<file path="config.mk">
export PLATFORM = sky130hd
export DESIGN_NAME = conv_tap_mem
export DESIGN_NICKNAME = d
export VERILOG_FILES = /design/src/verilog/conv_pkg.sv /design/src/verilog/conv_tap_mem.sv
export SDC_FILE = /design/constraint.sdc
export NUM_CORES = 2
export LEC_CHECK = 0
export ABC_CLOCK_PERIOD_IN_PS = 7260
export BUFFER_PORTS_ARGS = -buffer_cell sky130_fd_sc_hd__buf_2
export CORE_MARGIN = 4
export CORE_UTILIZATION = 45
export CTS_CLUSTER_DIAMETER = 30
export DETAILED_ROUTE_END_ITERATION = 7
export PLACE_DENSITY = 0.6
export SLEW_MARGIN = 10
export SYNTH_ARGS = -nofsm -noshare
export SYNTH_HDL_FRONTEND = slang
export SYNTH_SLANG_ARGS = --single-unit
</file>
<file path="constraint.sdc">
create_clock -name clk -period 7.26 [get_ports clk]
set_clock_uncertainty 0.2 [all_clocks]
set_input_delay 0.363 -clock clk [delete_from_list [all_inputs] [get_ports clk]]
set_output_delay 0.363 -clock clk [all_outputs]
set_load 0.05 [all_outputs]
</file>
<file path="src/verilog/conv_pkg.sv">
/* conv layer package: geometry constants, word typedefs,
   tap request and lane structs, sequencer state */
package conv_pkg;

	//////////////////////////////////////////////////////////////////////
	// layer geometry
	//////////////////////////////////////////////////////////////////////
	localparam int W_IN      = 9;                    // padded input side
	localparam int CH_IN     = 2;
	localparam int CH_OUT    = 4;                    // one mac lane each
	localparam int K_DIM     = 3;
	localparam int STRIDE    = 2;
	localparam int W_OUT     = 4;
	localparam int TAPS      = K_DIM * K_DIM * CH_IN;   // 18 taps per window
	localparam int IFM_DEPTH = W_IN * W_IN * CH_IN;     // 162 words
	localparam int FRAC      = 14;                   // q1.14 fixed point
	localparam int OUT_PIX   = W_OUT * W_OUT;

	// word types
	typedef logic signed [15:0] pix_t;   // feature or weight
	typedef logic signed [31:0] acc_t;   // product sum, bias
	typedef logic [15:0]        ofm_t;   // relu output, never negative
	typedef logic [7:0]         ifm_addr_t;
	typedef logic [4:0]         tap_t;
	typedef logic [3:0]         pos_t;   // {row, col} of output pixel

	// one window tap, sequencer to memories
	typedef struct packed {
		ifm_addr_t ifm_addr;
		tap_t      tap;     // kernel word index
		logic      first;   // restarts the accumulators
		logic      last;    // closes the window
	} tap_req_t;

	typedef struct packed {
		pix_t [CH_OUT-1:0] w;   // kernel word per lane
	} lane_words_t;

	typedef struct packed {
		ofm_t [CH_OUT-1:0] w;
	} ofm_vec_t;

	typedef enum logic [1:0] {
		IDLE,
		RUN,
		DONE
	} seq_state_t;

endpackage
</file>
<file path="src/verilog/conv_tap_mem.sv">
/* feature memory, kernel memory and bias bank with host writes;
   tap reads registered one cycle after the request */
module conv_tap_mem (
	input  logic                                   clk,
	input  logic                                   rst_n,
	input  logic                                   ifm_we,
	input  conv_pkg::ifm_addr_t                    ifm_waddr,
	input  conv_pkg::pix_t                         ifm_wdata,
	input  logic                                   ker_we,
	input  logic [$clog2(conv_pkg::CH_OUT)-1:0]    ker_lane,
	input  conv_pkg::tap_t                         ker_waddr,
	input  conv_pkg::pix_t                         ker_wdata,
	input  logic                                   bias_we,
	input  logic [$clog2(conv_pkg::CH_OUT)-1:0]    bias_lane,
	input  conv_pkg::acc_t                         bias_wdata,
	input  conv_pkg::tap_req_t                     req,
	input  logic                                   req_valid,
	output conv_pkg::pix_t                         pix,
	output conv_pkg::lane_words_t                  ker,
	output logic                                   d_first,
	output logic                                   d_last,
	output logic                                   d_valid,
	output conv_pkg::acc_t [conv_pkg::CH_OUT-1:0]  bias_vec
);
	import conv_pkg::*;

	pix_t ifm_mem [IFM_DEPTH];
	pix_t ker_mem [CH_OUT][TAPS];   // lane, tap

	// host side
	always_ff @(posedge clk) begin
		if (ifm_we)
			ifm_mem[ifm_waddr] <= ifm_wdata;
		if (ker_we)
			ker_mem[ker_lane][ker_waddr] <= ker_wdata;
		if (bias_we)
			bias_vec[bias_lane] <= bias_wdata;   // bias held until reloaded
	end

	// tap read, all lanes share the tap index
	always_ff @(posedge clk) begin
		if (req_valid) begin
			pix <= ifm_mem[req.ifm_addr];
			for (int l = 0; l < CH_OUT; l++)
				ker.w[l] <= ker_mem[l][req.tap];
		end
	end

	always_ff @(posedge clk) begin
		if (!rst_n) begin
			d_valid <= 1'b0;
			d_first <= 1'b0;
			d_last  <= 1'b0;
		end else begin
			d_valid <= req_valid;
			d_first <= req_valid && req.first;
			d_last  <= req_valid && req.last;
		end
	end

	a_no_load_in_run: assert property (@(posedge clk) disable iff (!rst_n)
		req_valid |-> !(ifm_we || ker_we || bias_we))
		else $error("host write during a run");

endmodule

</file>
==> flow_summary.toml <==
[die]
dieWidth_um = 586
boundaryPins = 313
starting_density_of_the_core_pct = 45.3
die_area_um2 = 343000
row_count = 211
fp.coreArea_um2 = 331000
die_h_um = 586

[setup_path]
timing.critical_path.to_type = "flip-flop"
category_of_the_most_critical_setup_path = "input pin to flip-flop"
critical_path_required_ns = 7.82
start_kind = "input pin"
critical_path_arrival_ns = 4.60
timing.critical_path.fanout_max = 82

[placed_design]
post_dp_cell_area_um2 = 158000
number_of_placed_cells_counting_well_taps = 11244
dp_hpwl_um = 220000
place.port_buffers = 312
place.gp.congestion = 0.847
dpl_worst_slack_ns = 2.16

[clock_network]
cts_max_path_buffers = 4
ctsHtreeMaxLevel = 6
register_clock_pin_slew_on_the_reported_worst_setup_and_hold_paths_ns = 0.05
cts-buffers-inserted = 694
clock-sinks = 3955
clock_tree_from_tritoncts = "done"
cts_root_buffer = "sky130_fd_sc_hd__clkbuf_16"
clock_insertion_delay_worst_skew_ns = 1.03
cts_setup_buffers = 0

[timing]
max_freq_ghz = 0.248
tightest_slew_ns = 1.32
timing.hold.ws_ns = 0.129
finalSetupViolations = 0
finalMaxSlewViolations = 0
timing.final.crit_period_ns = 4.04
setup_total_negative_slack_ns = 0
final-hold-violation-count = 0
max_slew_margin_pct = 11.3
setup_repair_after_global_routing_missed_its_margin = "false"
final_clock_period_utilization_by_the_worst_path_pct = 55.6
final_critical_path_setup_slack_ns = 3.22

[logic_synthesis]
netlist-cell-type-count = 62
synth_area_leaders = "sky130_fd_sc_hd__edfxtp_1 79%, sky130_fd_sc_hd__mux4_2 14%, sky130_fd_sc_hd__mux2i_1 1.5%"
yosys.cell_count.top_type = "sky130_fd_sc_hd__edfxtp_1"
netlist.top_cell.by_area = "sky130_fd_sc_hd__edfxtp_1"
ys_ff_latch = 3955
yosys_warnings = 0
postSynthAreaPerCell_um2 = 22.9
synth.cells.most_frequent = "3,952 x sky130_fd_sc_hd__edfxtp_1, 927 x sky130_fd_sc_hd__mux4_2, 299 x sky130_fd_sc_hd__nor2_1"
synth_ff_type = "sky130_fd_sc_hd__edfxtp_1"
syn_inst = 6555
synth_area_um2 = 150000
yosysTopAreaCellShare_pct = 79.0
ys_seq_area_share_pct = 79.1
synth_enable_flop_cells = 3952
async_reset_ff_share_pct = 0
synth_fp_nets = 6657

[grt]
grtUsageMet3_pct = 5.02
wire_length_of_the_first_global_routing_pass_um = 561000
grt.met2_usage_pct = 34.9
grt-ovfl-total = 0
initial_antenna_violation_count = 27
global_route.usage.total_pct = 22.7
number_of_global_route_vias_before_repair = 76887
grt-busiest-layer = "met2"
met1_usage_pct = 32.6
grt_max_degree = 117

[detailed_routing]
post_drt_wl_per_cell_um = 31.0
via_count = 75180
drt-pass1-iter-count = 5
drtIter0Drc = 9148
drt_drc_violations_left = 0
vias_per_cell = 5.94
drt.antenna.violating_nets = 0
drt-total-wl_um = 393000

[finish]
fill_cells = 24265
postLayoutCoreUtil_pct = 55.5
layout.nets = 7807
area.sequential_um2 = 119000
post_route_cells_drive_above_1_share_pct = 34.1
multiInputGateArea_um2 = 29400
syn2layout_area_growth_pct = 22.5
post_layout_nonfiller_instances = 12663
finalInstanceArea_um2 = 184000

[pwr]
leakage_nw = 60.2
vdd_ir_drop_max_mv = 0.262
report.power.total_mw = 60.8
cellPowerDensity_nw_per_um2 = 331

[run_status]
run_status = "complete, no violations"

[min_path]
hp_class = "input pin to flip-flop"

[flow_run]
drv_cap = 0
==> critical path, cell delays in order <==
cell                       delay, ns
sky130_fd_sc_hd__buf_8          0.56
sky130_fd_sc_hd__buf_12         0.47
sky130_fd_sc_hd__mux4_2         0.59
sky130_fd_sc_hd__a22o_1         0.24
sky130_fd_sc_hd__a221oi_1       0.59
sky130_fd_sc_hd__o22ai_1        0.29
sky130_fd_sc_hd__nor4_1         0.87
sky130_fd_sc_hd__buf_4          0.24
sky130_fd_sc_hd__nor3_1         0.05
==> timing repair <==
action	in CTS	in global routing
endpoints found under the setup margin	0	0
hold endpoints to repair	3626	0
hold buffers	131	0
resized for setup	0	0
==> cell usage in the layout (no fill, tap or decap), types with 66 or more instances in the layout <==
master / instances
sky130_fd_sc_hd__clkbuf_1: 76
sky130_fd_sc_hd__nor2_2: 71
sky130_fd_sc_hd__o22ai_1: 96
sky130_fd_sc_hd__bufinv_16: 107
sky130_fd_sc_hd__a22oi_1: 89
sky130_fd_sc_hd__clkbuf_16: 697
sky130_fd_sc_hd__mux2i_1: 218
sky130_fd_sc_hd__buf_2: 284
sky130_fd_sc_hd__nand2_1: 99
sky130_fd_sc_hd__clkinv_2: 92
sky130_fd_sc_hd__clkinv_1: 94
sky130_fd_sc_hd__mux4_2: 927
sky130_fd_sc_hd__buf_4: 346
sky130_fd_sc_hd__nor2_1: 227
sky130_fd_sc_hd__dlygate4sd3_1: 130
sky130_fd_sc_hd__inv_1: 69
sky130_fd_sc_hd__a21oi_1: 66
sky130_fd_sc_hd__edfxtp_1: 3952
==> metal layers <==
metal	routed length (µm)	share of wire (%)
met1	159000	41
met2	185000	47
met3	35400	9.0
met4	13000	3.3
met5	42	0.011
==> final timing paths <==
kind / start / endpoint / slack [ns] / cells past startpoint
setup / recovery: req[7] / pix[8] / 3.22 / 9
hold / removal: req[7] / pix[0] / 0.13 / 4
setup reg to reg: ifm_mem[56][8] / pix[8] / 3.71 / 7
hold reg to reg: ker_mem[3][30] / ker[62] / 0.41 / 2
==> cells by family after synthesis <==
kind of cell	after synthesis	synth area share, %
multiplexers	1189	15.8
buffers and inverters	413	1.50
AO/OA/AOI/OAI	417	1.93
AND/OR/NAND/NOR	581	1.73
flip-flops	3955	79.1
==> power breakdown <==
part / total [mW] / internal [mW] / leakage [nW] / switching [mW]
combinational: 2.45 / 0.816 / 13.0 / 1.63
sequential: 25.4 / 25.3 / 35.7 / 0.0660
clock: 33.0 / 21.6 / 11.6 / 11.4
==> layout make-up <==
| type | instances | area share, % |
|---|---|---|
| Timing Repair Buffer | 795 | 3.18 |
| Clock buffer | 773 | 9.64 |
| Antenna cell | 16 | 0.0218 |
| Inverter | 72 | 0.147 |
| Tap cell | 4366 | 2.97 |
| Multi-Input combinational cell | 2187 | 16.0 |
| Clock inverter | 499 | 3.50 |
| Sequential cell | 3955 | 64.5 |
==> registers in the layout (all words and copies together), names as in the netlist <==
register and cells:
pix 16, ker 64, ifm_mem 2592, d_first 1, d_valid 1, bias_vec 128, d_last 1, ker_mem 1152
(Power assumes the default switching activity.)
