==> src/verilog/conv_pkg.sv <==
/* conv layer package: geometry constants, word typedefs,
   tap request and lane structs, sequencer state */
package conv_pkg;

	//////////////////////////////////////////////////////////////////////
	// layer geometry
	//////////////////////////////////////////////////////////////////////
	localparam int W_IN      = 9;                    // padded input side
	localparam int CH_IN     = 2;
	localparam int CH_OUT    = 4;                    // one mac lane each
	localparam int K_DIM     = 3;
	localparam int STRIDE    = 2;
	localparam int W_OUT     = 4;
	localparam int TAPS      = K_DIM * K_DIM * CH_IN;   // 18 taps per window
	localparam int IFM_DEPTH = W_IN * W_IN * CH_IN;     // 162 words
	localparam int FRAC      = 14;                   // q1.14 fixed point
	localparam int OUT_PIX   = W_OUT * W_OUT;

	// word types
	typedef logic signed [15:0] pix_t;   // feature or weight
	typedef logic signed [31:0] acc_t;   // product sum, bias
	typedef logic [15:0]        ofm_t;   // relu output, never negative
	typedef logic [7:0]         ifm_addr_t;
	typedef logic [4:0]         tap_t;
	typedef logic [3:0]         pos_t;   // {row, col} of output pixel

	// one window tap, sequencer to memories
	typedef struct packed {
		ifm_addr_t ifm_addr;
		tap_t      tap;     // kernel word index
		logic      first;   // restarts the accumulators
		logic      last;    // closes the window
	} tap_req_t;

	typedef struct packed {
		pix_t [CH_OUT-1:0] w;   // kernel word per lane
	} lane_words_t;

	typedef struct packed {
		ofm_t [CH_OUT-1:0] w;
	} ofm_vec_t;

	typedef enum logic [1:0] {
		IDLE,
		RUN,
		DONE
	} seq_state_t;

endpackage
==> src/verilog/conv_mac_array.sv <==
/* mac array: one multiply-accumulate lane per output channel */
module conv_mac_array (
	input  logic                                   clk,
	input  logic                                   rst_n,
	input  conv_pkg::pix_t                         pix,
	input  conv_pkg::lane_words_t                  ker,
	input  logic                                   d_first,
	input  logic                                   d_last,
	input  logic                                   d_valid,
	output conv_pkg::acc_t [conv_pkg::CH_OUT-1:0]  acc_vec,
	output logic                                   acc_valid
);
	import conv_pkg::*;

	acc_t prod [CH_OUT];
	logic win_open;   // between a first and its last

	always_comb begin
		for (int l = 0; l < CH_OUT; l++)
			prod[l] = pix * ker.w[l];   // signed 16x16 into 32
	end

	// accumulators reload on the first tap of each window
	always_ff @(posedge clk) begin
		if (d_valid) begin
			for (int l = 0; l < CH_OUT; l++)
				acc_vec[l] <= d_first ? prod[l] : acc_vec[l] + prod[l];
		end
	end

	always_ff @(posedge clk) begin
		if (!rst_n) begin
			acc_valid <= 1'b0;
			win_open  <= 1'b0;
		end else begin
			acc_valid <= d_valid && d_last;   // sum complete next cycle
			if (d_valid && d_first)
				win_open <= !d_last;
			else if (d_valid && d_last)
				win_open <= 1'b0;
		end
	end

	a_first_after_last: assert property (@(posedge clk) disable iff (!rst_n)
		d_valid && d_first |-> !win_open)
		else $error("window restarted before its last tap");

endmodule

==> config.mk <==
export PLATFORM = sky130hd
export DESIGN_NAME = conv_mac_array
export DESIGN_NICKNAME = d
export VERILOG_FILES = /design/src/verilog/conv_pkg.sv /design/src/verilog/conv_mac_array.sv
export SDC_FILE = /design/constraint.sdc
export NUM_CORES = 2
export LEC_CHECK = 0
export BUFFER_PORTS_ARGS = -buffer_cell sky130_fd_sc_hd__buf_2
export CORE_ASPECT_RATIO = 0.75
export CORE_MARGIN = 2
export CORE_UTILIZATION = 67
export DETAILED_ROUTE_END_ITERATION = 8
export PLACE_DENSITY = 0.95
export SYNTH_ARGS = -nofsm -noshare
export SYNTH_HDL_FRONTEND = slang
export SYNTH_SLANG_ARGS = --single-unit
==> constraint.sdc <==
create_clock -name clk -period 19.5 [get_ports clk]
set_input_delay 0 -clock clk [delete_from_list [all_inputs] [get_ports clk]]
set_output_delay 0 -clock clk [all_outputs]
set_load 0.03 [all_outputs]
==> impl_table.tex <==
\begin{tabular}{lr}
\hline
Metric & Value \\
\hline
\multicolumn{2}{l}{\textbf{Status}} \\
Outcome & finished, final reports clean \\
\multicolumn{2}{l}{\textbf{Die}} \\
Standard cell core area & 0.0748 mm\^{}2 \\
Die outline height & 241 um \\
Number of I/O pins & about 210 \\
Initial core utilization & 67.4\% \\
Floorplan die area & 0.0774 mm\^{}2 \\
Std-Cell Rows & 87 \\
Width of the chip & around 320 um \\
\multicolumn{2}{l}{\textbf{Min path}} \\
Class of the tightest hold or removal check & in -> reg \\
\multicolumn{2}{l}{\textbf{Layout}} \\
Area Growth Syn to Fin & 4.57\% \\
Share of final-layout standard cells stronger than drive strength 1 & between 5 and 6\% \\
Final \#Nets & 7,186 \\
Number of fillers in the final layout & 4,799 \\
\multicolumn{2}{l}{\textbf{Place}} \\
Number of input and output port buffers inserted & 213 \\
Placer Congestion & 0.930 \\
HPWL reported at the end of detailed placement & 105 mm \\
\multicolumn{2}{l}{\textbf{Setup path}} \\
Launch instance of the worst register-to-register path & acc\_vec[0] \\
Critical path start-end classification & in -> reg \\
Critical Path Start & pix[4] \\
Worst path most repeated cell & sky130\_fd\_sc\_hd\_\_fa\_1 \\
Critical-path cell with the highest stage delay & sky130\_fd\_sc\_hd\_\_buf\_2 \\
Worst-case reg-to-reg path depth & 12 \\
Type of destination of the critical path & flop \\
Destination of the worst register-to-register timing path & acc\_vec[30] \\
Maximum single-stage delay on the critical path & 840 ps \\
Crit path launch type & primary input \\
Required time at the endpoint of the critical path & 19,800 ps \\
Crit path max fanout & 39 \\
Arr. time, crit path & between 9000 and 10,000 ps \\
Register-to-register setup slack & 15,550 ps \\
CP Capture Point & acc\_vec[30] \\
\multicolumn{2}{l}{\textbf{Clocking}} \\
Number of H-tree branching levels & 4 \\
Clock tree from TritonCTS & built \\
Clock latency on the worst-skew pair & 540 ps \\
Clock-pin slew reported for the worst setup and hold paths after clock tree synthesis & 90 ps \\
Setup fix buffers added after clock tree synthesis & 0 \\
Number of clock sinks & 129 \\
Gates resized, CTS repair & 0 \\
CTS max path bufs & 2 \\
Total clock buffers created by CTS & 17 \\
CTS Root Buffer Type & sky130\_fd\_sc\_hd\_\_clkbuf\_16 \\
\multicolumn{2}{l}{\textbf{Global routing}} \\
Total global routing overflow & 0 \\
Vias in the first global route & 43,687 \\
Routing usage on met2 & about three fifths \\
Initial antenna violation count & 20 \\
Global routing usage summed across all routing layers & 35.9\% \\
Met1 track demand over resource & 44.8\% \\
Most utilized layer in the global route result & met2 \\
Maximum number of pins on one net before global-route repair & 80 \\
First-pass GRT wire length & 219 mm \\
Global-route track usage on met3 & 9.81\% \\
\multicolumn{2}{l}{\textbf{Synthesis}} \\
Post-Syn Area per Cell & 9.09 um\^{}2 \\
Sequential element share of the synthesized area & $\sim$7.7\% \\
Synth Cell Area & 0.0504 mm\^{}2 \\
List of most frequent post-synthesis cells & sky130\_fd\_sc\_hd\_\_inv\_1 (1,218), sky130\_fd\_sc\_hd\_\_fa\_1 (1,052), sky130\_fd\_sc\_hd\_\_nand2\_1 (613) \\
Share of synthesized registers carrying an async set or reset & 0\% \\
Unique masters post-synth & 80 \\
Number of enable-type register cells in the synthesized netlist & 128 \\
Cell with the most instances after synthesis & sky130\_fd\_sc\_hd\_\_inv\_1 \\
Syn nets & slightly above 7,000 \\
Number of register bits inferred by synthesis & 129 \\
Most area-consuming cells after synthesis & sky130\_fd\_sc\_hd\_\_fa\_1 (42\%), sky130\_fd\_sc\_hd\_\_ha\_1 (11\%), sky130\_fd\_sc\_hd\_\_inv\_1 (9.1\%) \\
Cell type contributing the most total cell area after synthesis & sky130\_fd\_sc\_hd\_\_fa\_1 \\
Most used flip-flop cell after synthesis & sky130\_fd\_sc\_hd\_\_edfxtp\_1 \\
Yosys top cell area share & 41.8\% \\
Synthesized netlist cell count & 5,541 \\
Yosys warning count & 0 \\
\multicolumn{2}{l}{\textbf{STA}} \\
Max Transition Viols Final & 0 \\
Worst slew slack as a fraction of its limit & a little under a quarter \\
Timing-limited maximum frequency & between 100 and 150 MHz \\
Final critical delay including setup and external delays & 8740 ps \\
Setup TNS after final layout & 0 ps \\
Transition time at the pin with the least slew margin & 1140 ps \\
Count of endpoints failing hold in the final timing report & 0 \\
RSZ-0062 raised after global routing & no \\
Post-route clock skew & approximately 25 ps \\
Final period utilization & 44.8\% \\
Setup-failing EPs final & 0 \\
\multicolumn{2}{l}{\textbf{Job}} \\
Max-cap violations & 0 \\
\multicolumn{2}{l}{\textbf{Drt}} \\
DRT antenna net count & 0 \\
Via Count & 40,063 \\
Detailed-route wire length & between 100 and 150 mm \\
Final routed wire length divided by cell count & 20.3 um \\
Iter 0 DRT Violations & 4,691 \\
DRC violations left & 0 \\
Vias per std cell & about 6.1 \\
DRT Pass-1 Iters & 6 \\
\hline
\end{tabular}
-- placed cells by master (no fill, tap or decap), types with 22 or more instances in the layout --
cell / netlist / layout
sky130_fd_sc_hd__a211oi_1: 26 / 26
sky130_fd_sc_hd__a21o_1: 108 / 108
sky130_fd_sc_hd__a21oi_1: 222 / 222
sky130_fd_sc_hd__and2_1: 506 / 506
sky130_fd_sc_hd__buf_2: 0 / 211
sky130_fd_sc_hd__buf_4: 0 / 22
sky130_fd_sc_hd__edfxtp_1: 128 / 128
sky130_fd_sc_hd__fa_1: 1052 / 1052
sky130_fd_sc_hd__ha_1: 460 / 460
sky130_fd_sc_hd__inv_1: 1218 / 1218
sky130_fd_sc_hd__mux2_2: 23 / 23
sky130_fd_sc_hd__nand2_1: 613 / 613
sky130_fd_sc_hd__nand2b_1: 47 / 47
sky130_fd_sc_hd__nand3_1: 34 / 34
sky130_fd_sc_hd__nor2_1: 169 / 169
sky130_fd_sc_hd__nor2b_1: 22 / 22
sky130_fd_sc_hd__nor3_1: 32 / 32
sky130_fd_sc_hd__o21a_1: 30 / 30
sky130_fd_sc_hd__o21ai_0: 130 / 130
sky130_fd_sc_hd__o21bai_1: 33 / 33
sky130_fd_sc_hd__xnor2_1: 178 / 178
sky130_fd_sc_hd__xor2_1: 72 / 72
-- worst max-delay path, delay by kind of cell --
family | cells | cell delay [ps]
simple gates | 2 | 410
mux | 1 | 260
xor+xnor | 2 | 310
compound gates | 13 | 3150
fa+ha+maj | 8 | 3440
buf+inv | 4 | 1410
-- per-stage QoR --
stage / cells / setup WS [ps] / hold slack (ps) / instance area (um^2) / utilization, %
4_1_cts: 6581 / 11020 / 158 / 52600 / 70.4
3_3_place_gp: 6545 / 10680 / 221 / 52000 / 69.6
2_1_floorplan: 5541 / 11580 / 112 / 50400 / -
6_report: 6595 / 10760 / 178 / 52700 / 70.4
3_5_place_dp: 6545 / 10450 / 230 / 52000 / 69.6
5_1_grt: 6591 / 10510 / 196 / 52700 / 70.4
-- how the worst min path moves through the flow --
stage / start / end / cells after the start
global placement: d_last / acc_valid / 2
finish: ker[16] / acc_vec[32] / 3
detailed placement: d_last / acc_valid / 2
floorplan: d_valid / acc_vec[0] / 0
CTS: ker[16] / acc_vec[32] / 3
global route: ker[48] / acc_vec[96] / 3
-- per-layer routing --
metal | vias up | wire (um)
met5 | - | 86
met4 | 14 | 6530
met3 | 639 | 17000
met2 | 2732 | 62500
met1 | 19541 | 47800
li1 | 17137 | -
-- cell families after synthesis --
family / share of synthesized area, %
AO/OA/AOI/OAI: 8.83
AND/OR/NAND/NOR: 14.6
multiplexers: 0.594
flip-flops: 7.67
adder cells (fa/ha/maj): 53.2
XOR/XNOR: 4.39
buffers and inverters: 10.6
-- registers in the layout, summed over array words and instances (netlist names) --
name,count
acc_valid,1
acc_vec,128
-- cell type report --
cell class	instances	area (um^2)	area share, %
Clock inverter	15	125	0.238
Clock buffer	17	425	0.808
Multi-Input combinational cell	3984	41100	78.1
Tap cell	979	1220	2.33
Sequential cell	129	3860	7.34
Timing Repair Buffer	238	1270	2.42
Antenna cell	14	35.0	0.0665
Inverter	1219	4580	8.69
-- what timing repair did --
| item | CTS | global route |
|---|---|---|
| hold endpoints to repair | 43 | 0 |
| hold buffers | 4 | 0 |
| setup endpoints to repair | 0 | 0 |
Power is left out: the tool's default activity adds up to more than one toggle a clock period on the data nets, which glitch-free logic cannot reach.
