## config.mk

```make
export PLATFORM = sky130hd
export DESIGN_NAME = conv_requant
export DESIGN_NICKNAME = d
export VERILOG_FILES = /design/src/verilog/conv_pkg.sv /design/src/verilog/conv_requant.sv
export SDC_FILE = /design/constraint.sdc
export NUM_CORES = 1
export LEC_CHECK = 0
export ABC_CLOCK_PERIOD_IN_PS = 2900
export BUFFER_PORTS_ARGS = -buffer_cell sky130_fd_sc_hd__buf_2
export CAP_MARGIN = 30
export CORE_AREA = 2 2 125 127
export CTS_BUF_LIST = sky130_fd_sc_hd__clkbuf_4
export DETAILED_ROUTE_END_ITERATION = 6
export DIE_AREA = 0 0 127 129
export PLACE_DENSITY = 0.75
export SLEW_MARGIN = 0
export SYNTH_ARGS = -nofsm -noshare
export SYNTH_HDL_FRONTEND = slang
export SYNTH_SLANG_ARGS = --single-unit
```

## constraint.sdc

```tcl
create_clock -name clk -period 2.9 [get_ports clk]
set_input_delay 0.145 -clock clk [delete_from_list [all_inputs] [get_ports clk]]
set_output_delay 0.145 -clock clk [all_outputs]
set_load 0.1 [all_outputs]
```

## src/verilog/conv_pkg.sv

```systemverilog
/* conv layer package: geometry constants, word typedefs,
   tap request and lane structs, sequencer state */
package conv_pkg;

	//////////////////////////////////////////////////////////////////////
	// layer geometry
	//////////////////////////////////////////////////////////////////////
	localparam int W_IN      = 9;                    // padded input side
	localparam int CH_IN     = 2;
	localparam int CH_OUT    = 4;                    // one mac lane each
	localparam int K_DIM     = 3;
	localparam int STRIDE    = 2;
	localparam int W_OUT     = 4;
	localparam int TAPS      = K_DIM * K_DIM * CH_IN;   // 18 taps per window
	localparam int IFM_DEPTH = W_IN * W_IN * CH_IN;     // 162 words
	localparam int FRAC      = 14;                   // q1.14 fixed point
	localparam int OUT_PIX   = W_OUT * W_OUT;

	// word types
	typedef logic signed [15:0] pix_t;   // feature or weight
	typedef logic signed [31:0] acc_t;   // product sum, bias
	typedef logic [15:0]        ofm_t;   // relu output, never negative
	typedef logic [7:0]         ifm_addr_t;
	typedef logic [4:0]         tap_t;
	typedef logic [3:0]         pos_t;   // {row, col} of output pixel

	// one window tap, sequencer to memories
	typedef struct packed {
		ifm_addr_t ifm_addr;
		tap_t      tap;     // kernel word index
		logic      first;   // restarts the accumulators
		logic      last;    // closes the window
	} tap_req_t;

	typedef struct packed {
		pix_t [CH_OUT-1:0] w;   // kernel word per lane
	} lane_words_t;

	typedef struct packed {
		ofm_t [CH_OUT-1:0] w;
	} ofm_vec_t;

	typedef enum logic [1:0] {
		IDLE,
		RUN,
		DONE
	} seq_state_t;

endpackage
```

## src/verilog/conv_requant.sv

```systemverilog
/* requantizer: bias add, relu, q1.14 bit select,
   output strobe and layer finish level */
module conv_requant (
	input  logic                                   clk,
	input  logic                                   rst_n,
	input  logic                                   start,
	input  conv_pkg::acc_t [conv_pkg::CH_OUT-1:0]  acc_vec,
	input  logic                                   acc_valid,
	input  conv_pkg::acc_t [conv_pkg::CH_OUT-1:0]  bias_vec,
	output conv_pkg::ofm_vec_t                     ofm,
	output logic                                   ofm_valid,
	output logic                                   finish
);
	import conv_pkg::*;

	localparam int MSB = FRAC + $bits(ofm_t) - 2;   // bit 28

	acc_t sum [CH_OUT];
	pos_t out_cnt;

	always_comb begin
		for (int l = 0; l < CH_OUT; l++)
			sum[l] = acc_vec[l] + bias_vec[l];   // wraps on overflow
	end

	always_ff @(posedge clk) begin
		if (acc_valid) begin
			for (int l = 0; l < CH_OUT; l++)
				ofm.w[l] <= sum[l][31] ? '0 : {1'b0, sum[l][MSB:FRAC]};   // relu
		end
	end

	//////////////////////////////////////////////////////////////////////
	// output count and finish
	//////////////////////////////////////////////////////////////////////
	always_ff @(posedge clk) begin
		if (!rst_n) begin
			ofm_valid <= 1'b0;
			finish    <= 1'b0;
			out_cnt   <= '0;
		end else begin
			ofm_valid <= acc_valid;
			if (start)
				finish <= 1'b0;
			if (acc_valid) begin
				out_cnt <= out_cnt + 1'b1;   // wraps after the 16th
				if (out_cnt == pos_t'(OUT_PIX - 1))
					finish <= 1'b1;   // same edge as the last strobe
			end
		end
	end

endmodule

```

==> flow_summary.json, run 1 <==
{
  "wl_per_cell_um": 14.2,
  "fin_crit_sh_pct": 83.1,
  "grt_pass1_wl_um": 26300,
  "total_power_mw": 4.43,
  "cap_violations": 0,
  "postLayoutCellArea_sq_um": 8460,
  "fill_cells": 1361,
  "hold_path_depth": 1,
  "max_freq_ghz": 0.415,
  "async_reset_ff_share_pct": 0,
  "dpl.hpwl_um": 14600,
  "start_util_pct": 42.2,
  "cts.sinks": 66,
  "vias": 6191,
  "status": "finished, final reports clean",
  "clk_latency_ns": 0.41,
  "grt_pass1_vias": 5944,
  "netlist_instances": 648,
  "drive_above_1_share_pct": 37.8,
  "drtAntennaViolNets": 0,
  "rows": 45,
  "startpoint_type": "primary input",
  "cts_made_buffers": 9,
  "die_w_um": 127,
  "path_clk_slew_ns": 0.10,
  "drt_iter0_markers": 348,
  "dr.pass1.iters": 4,
  "nNetsFinal": 1373,
  "die-area_sq_um": 16400,
  "yosysSeqAreaShare_pct": 30.4,
  "cts-root-buf": "clkbuf_4",
  "wl_um": 16900,
  "drc": 0,
  "synth_area_sq_um": 6330,
  "r2r_end": "finish",
  "ir_drop_uv": 220,
  "post_cts_buffers": 0,
  "p_leak_nw": 4.29,
  "via_per_inst": 5.22,
  "core_area_sq_um": 15000,
  "yosys.cell_types.count": 57,
  "yosys_register_bits": 66,
  "finalClockSkew_ns": 0.00429,
  "sw_frac_of_total_pct": 48.2,
  "avgSynthCellArea_sq_um": 9.76,
  "worstSetupPathType": "in -> reg",
  "combPwrFrac_pct": 55.6,
  "r2r_slack_ns": 1.45,
  "layout_common_cells": "buf_2, ha_1, nor2_1, edfxtp_1, a21oi_1",
  "reg2reg_depth": 4,
  "die_h_um": 129,
  "cp-end-kind": "flop",
  "finalHoldViolCount": 0,
  "r2r_start": "out_cnt[0]",
  "clkPwrFrac_pct": 15.7,
  "cts_tree": "yes",
  "worst_slew_pin_slew_ns": 0.542,
  "timing.slew.headroom_pct": 64.1,
  "setup_tns_ns": 0,
  "dpl-instance-area_sq_um": 8270,
  "p_per_area_nw_per_um2": 524,
  "synth_edf_count": 60,
  "cp_max_fo": 6,
  "critPathRequiredTime_ns": 3.07,
  "final_common_cell": "buf_2",
  "syn_to_final_growth_pct": 33.7,
  "cts_max_path_buffers": 2,
  "place_congestion": 0.924,
  "setup_slack_ns": 0.489,
  "hold_end": "ofm[39]",
  "hp-class": "in -> reg",
  "synth_ff_type": "edfxtp_1",
  "finalMaxSlewViolations": 0,
  "internal_power_mw": 2.29,
  "switchingPower_mw": 2.14,
  "post-place-ws_ns": 0.0696,
  "cts_max_level": 3,
  "num_io_pins": 326,
  "grt_setup_unrepaired": "no",
  "setup_violations": 0,
  "grt_overflow_total": 0,
  "min-delay-start": "acc_valid",
  "io_buffers": 321,
  "sequentialPowerShare_pct": 28.7,
  "worstPathArrival_ns": 2.58,
  "track_usage_pct": 19.7,
  "period_needed_ns": 2.41,
  "grt_max_degree": 34,
  "antenna_found_initial": 2,
  "yosys_warnings": 0
}
[flip-flops by register name, indices dropped and copies added, names as in the netlist]
signal and cells:
ofm 60, out_cnt 4, finish 1, ofm_valid 1
[kinds of logic (layout without fill, tap and decap cells)]
logic type      Yosys count  count (layout)  synth area share [%]
xor+xnor                 64              64                  8.98
other cells               1               5                0.0593
compound gates          190             190                  20.4
simple gates            183             183                  14.4
fa+ha+maj               121             121                  23.9
mux                       1               1                 0.158
flops                    66              66                  30.4
buf+inv                  22             368                  1.70
[through the flow]
stage | hold slack (ns) | util (%) | cells
after floorplan | 0.257 | - | 651
after global placement | 0.428 | 55.2 | 1166
after detailed placement | 0.425 | 55.2 | 1166
after CTS | 0.0540 | 56.4 | 1185
after global routing | 0.0641 | 56.5 | 1186
final | 0.0840 | 56.5 | 1186
[timing repair]
item,CTS,global route
hold endpoints to repair,2,0
gates resized for setup,0,0
hold buffers,3,0
[Yosys cell counts (7+ instances only)]
cell type	count	area share, %
a21o_1	44	5.2
a21oi_1	58	4.6
a31oi_1	10	0.99
and3_1	9	0.89
edfxtp_1	60	28
ha_1	121	24
inv_1	14	0.83
nand2_1	30	1.8
nand3_1	16	1.3
nand4_1	13	1.3
nor2_1	60	3.6
nor2_2	10	0.99
nor2b_1	9	0.89
nor3_1	11	0.87
o21ai_0	24	1.9
o21bai_1	7	0.83
xnor2_1	36	5.0
xor2_1	27	3.7
[routing by layer]
| layer | GRT usage (%) | wire length [um] | vias up |
|---|---|---|---|
| li1 | - | - | 3136 |
| met1 | 22.2 | 6580 | 2773 |
| met2 | 35.7 | 8370 | 246 |
| met3 | 5.45 | 1500 | 36 |
| met4 | 7.69 | 450 | 0 |
| met5 | 0 | 0 | - |
[how the worst max path moves through the flow]
stage	slack, ns	from	endpoint
floorplan	0.29	acc_vec[112]	ofm[60]
global placement	0.07	acc_vec[42]	ofm[30]
CTS	0.51	acc_vec[42]	ofm[26]
finish	0.49	acc_vec[42]	ofm[26]
detailed placement	0.07	acc_vec[42]	ofm[26]
global route	0.23	acc_vec[42]	ofm[30]
[final cells by class]
class / count / area, sq um / share of cell area (%)
antenna: 1 / 2.50 / 0.0296
sequential: 66 / 1920 / 22.7
tap: 188 / 235 / 2.78
inverter: 14 / 52.6 / 0.621
clock inverter: 6 / 81.3 / 0.962
clock buffer: 10 / 75.1 / 0.888
timing repair buffer: 338 / 1780 / 21.0
multi-input combinational: 563 / 4310 / 50.9
[worst max-delay path, stage by stage]
cell       delay, ns
buf_2           0.10
ha_1            0.30
a21o_1          0.17
a21o_1          0.17
a2111oi_0       0.50
o21ai_0         0.18
a211o_1         0.32
a21o_1          0.27
a31oi_1         0.22
xor2_1          0.16
nor2_1          0.05
[power groups by stage]
stage	clock network, mW	registers, mW	logic [mW]
final	0.693	1.27	2.46
after global routing	0.755	1.29	2.63
after CTS	0.713	1.27	2.47
after detailed placement	0	1.30	2.46
after global placement	0	1.29	2.44
after floorplan	0	2.34	0.836
(Power assumes the default switching activity.)
==> run 2: changes to the inputs <==
Settings changed: ABC_AREA set to 1, ABC_CLOCK_PERIOD_IN_PS 2900 to 2300, CORE_AREA 2 2 125 127 to unset, CORE_MARGIN set to 2, CORE_UTILIZATION set to 50, DIE_AREA 0 0 127 129 to unset, PLACE_DENSITY 0.75 to 0.77.
Clock period 2.9 ns to 2.3 ns, I/O delays scaled along.
==> flow_summary.json, run 2 <==
{
  "synth_top_cell_area_share_pct": 29.5,
  "setup_tns_ns": 0,
  "io_buffers": 321,
  "yosys_register_bits": 66,
  "async_reset_ff_share_pct": 0,
  "worstPathCellList": "buf_2 -> ha_1 -> nand2_2 -> inv_1 -> nand2_1 -> nand2_1 -> a21oi_1 -> nand2_2 -> nand2_2 -> nand3_1 -> nand2_2 -> nor2_1",
  "grt_pass1_wl_um": 51300,
  "clk_latency_ns": 0.41,
  "cp_max_fo": 14,
  "fill_cells": 2298,
  "period_needed_ns": 1.68,
  "drive_above_1_share_pct": 16.7,
  "ir_drop_uv": 346,
  "fin_crit_sh_pct": 73.1,
  "critPathRequiredTime_ns": 2.46,
  "worstPathArrival_ns": 1.84,
  "cts_max_path_buffers": 2,
  "worst_slew_pin_slew_ns": 0.528,
  "rows": 55,
  "synth_edf_count": 60,
  "critPathMaxStageDelay_ns": 0.36,
  "place_congestion": 0.944,
  "yosys_warnings": 0,
  "nNetsFinal": 2826,
  "core_area_sq_um": 22500,
  "p_per_area_nw_per_um2": 476,
  "synth_area_sq_um": 11400,
  "hp-class": "in -> reg",
  "crit_buf_inv": 2,
  "avgSynthCellArea_sq_um": 5.40,
  "sequentialPowerShare_pct": 24.4,
  "dpl.hpwl_um": 28500,
  "die-area_sq_um": 24100,
  "grt_overflow_total": 0,
  "synth_area_leaders": "nand2_1, inv_1, edfxtp_1, ha_1, nor2_1",
  "finalMaxSlewViolations": 0,
  "syn_to_final_growth_pct": 18.3,
  "yosys-top-cells-count": "nand2_1, inv_1, nor2_1, ha_1, nand3_1",
  "internal_power_mw": 3.01,
  "cp-end-kind": "flop",
  "yosys.cell_types.count": 30,
  "finalHoldViolCount": 0,
  "track_usage_pct": 25.9,
  "netlist_instances": 2114,
  "dr.pass1.iters": 5,
  "path_clk_slew_ns": 0.12,
  "status": "finished, final reports clean",
  "num_io_pins": 326,
  "max_freq_ghz": 0.594,
  "vias": 13000,
  "synth_most_common_cell": "nand2_1",
  "p_leak_nw": 8.87,
  "wl_um": 32300,
  "switchingPower_mw": 3.42,
  "startpoint_type": "primary input",
  "grt_pass1_vias": 11500,
  "slowest_stage": "ha_1",
  "start_util_pct": 50.7,
  "sw_frac_of_total_pct": 53.2,
  "yosysSeqAreaShare_pct": 16.8,
  "largest_register_ffs": 60,
  "finalClockSkew_ns": 0.0112,
  "drt_iter0_markers": 731,
  "worstSetupPathType": "in -> reg",
  "cts-root-buf": "clkbuf_4",
  "timing.slew.headroom_pct": 64.5,
  "synth_ff_type": "edfxtp_1",
  "synth.largest_area_cell": "nand2_1",
  "cpLargestDelayFamily": "simple AND/OR/NAND/NOR gates",
  "drc": 0,
  "layout_common_cells": "nand2_1, inv_1, buf_2, nor2_1, ha_1",
  "setup_violations": 0,
  "clkPwrFrac_pct": 14.1,
  "cts_max_level": 3,
  "antenna_found_initial": 1,
  "die_w_um": 155,
  "cts.sinks": 66,
  "cap_violations": 0,
  "cts_made_buffers": 9,
  "crit_top_cell": "nand2_2",
  "die_h_um": 155,
  "final_common_cell": "nand2_1",
  "grt_setup_unrepaired": "no",
  "combPwrFrac_pct": 61.5,
  "cts_tree": "yes",
  "drtAntennaViolNets": 0,
  "grt_max_degree": 32,
  "via_per_inst": 4.73,
  "fin_util_pct": 60.0,
  "wl_per_cell_um": 11.8
}
-- run 2: area by class of cell --
class | count | area (sq um) | area share, %
multi-input cells | 1525 | 7480 | 55.4
inverters | 518 | 1940 | 14.4
flip-flops and latches | 66 | 1920 | 14.2
repair buffers | 325 | 1640 | 12.2
well taps | 285 | 357 | 2.64
clock inverters | 7 | 93.8 | 0.695
clock buffers | 9 | 67.6 | 0.500
diodes | 1 | 2.50 | 0.0185
-- run 2: path summary, 6_finish.rpt --
check	slack [ns]	cells past startpoint	endpoint	start
setup / recovery	0.62	12	ofm[58]	acc_vec[110]
hold / removal	0.06	3	ofm_valid	acc_valid
setup reg to reg	1.28	5	finish	out_cnt[0]
hold reg to reg	0.47	1	out_cnt[3]	out_cnt[3]
-- run 2: through the flow --
stage | power, mW | hold slack, ns | instances | cell area [sq um] | setup slack [ns]
floorplan | 4.63 | 0.208 | 2117 | 11400 | 0.642
global placement | 5.48 | 0.356 | 2717 | 13300 | 0.241
detailed placement | 5.53 | 0.355 | 2717 | 13300 | 0.212
CTS | 6.45 | 0.0363 | 2735 | 13500 | 0.657
global route | 6.91 | 0.0322 | 2736 | 13500 | 0.493
finish | 6.44 | 0.0589 | 2736 | 13500 | 0.618
-- run 2: cells by family after synthesis --
logic type,share of synthesized area [%]
other cells,0.0328
buf+inv,17.8
xor+xnor,0.921
fa+ha+maj,13.3
simple gates,46.6
compound gates,4.56
flops,16.8
-- run 2: power groups by stage --
stage	clock network [mW]	logic [mW]	registers, mW
after detailed placement	0	3.93	1.60
after floorplan	0	1.90	2.73
after CTS	0.928	3.95	1.57
after global placement	0	3.88	1.60
after global routing	0.980	4.34	1.59
final	0.908	3.96	1.57
-- run 2: timing repair --
action / CTS / global route
setup buffers: 0 / 0
hold endpoints to repair: 6 / 0
hold buffers: 2 / 0
resized for setup: 0 / 0
-- run 2: worst reg2reg max path: stages (launching register included) --
cell and delay [ns]:
dfxtp_1 0.39, ha_1 0.20, nand2_1 0.06, nor2_1 0.13, nand2_1 0.07, a21oi_1 0.11
-- run 2: per-layer routing --
layer	wire length (um)	GRT usage [%]	vias to the layer above	part of all wire, %
met3	1900	3.20	67	5.9
met4	917	9.13	0	2.8
met2	15100	45.8	407	47
met5	0	0	-	0
li1	-	-	6968	-
met1	14300	32.6	5508	44
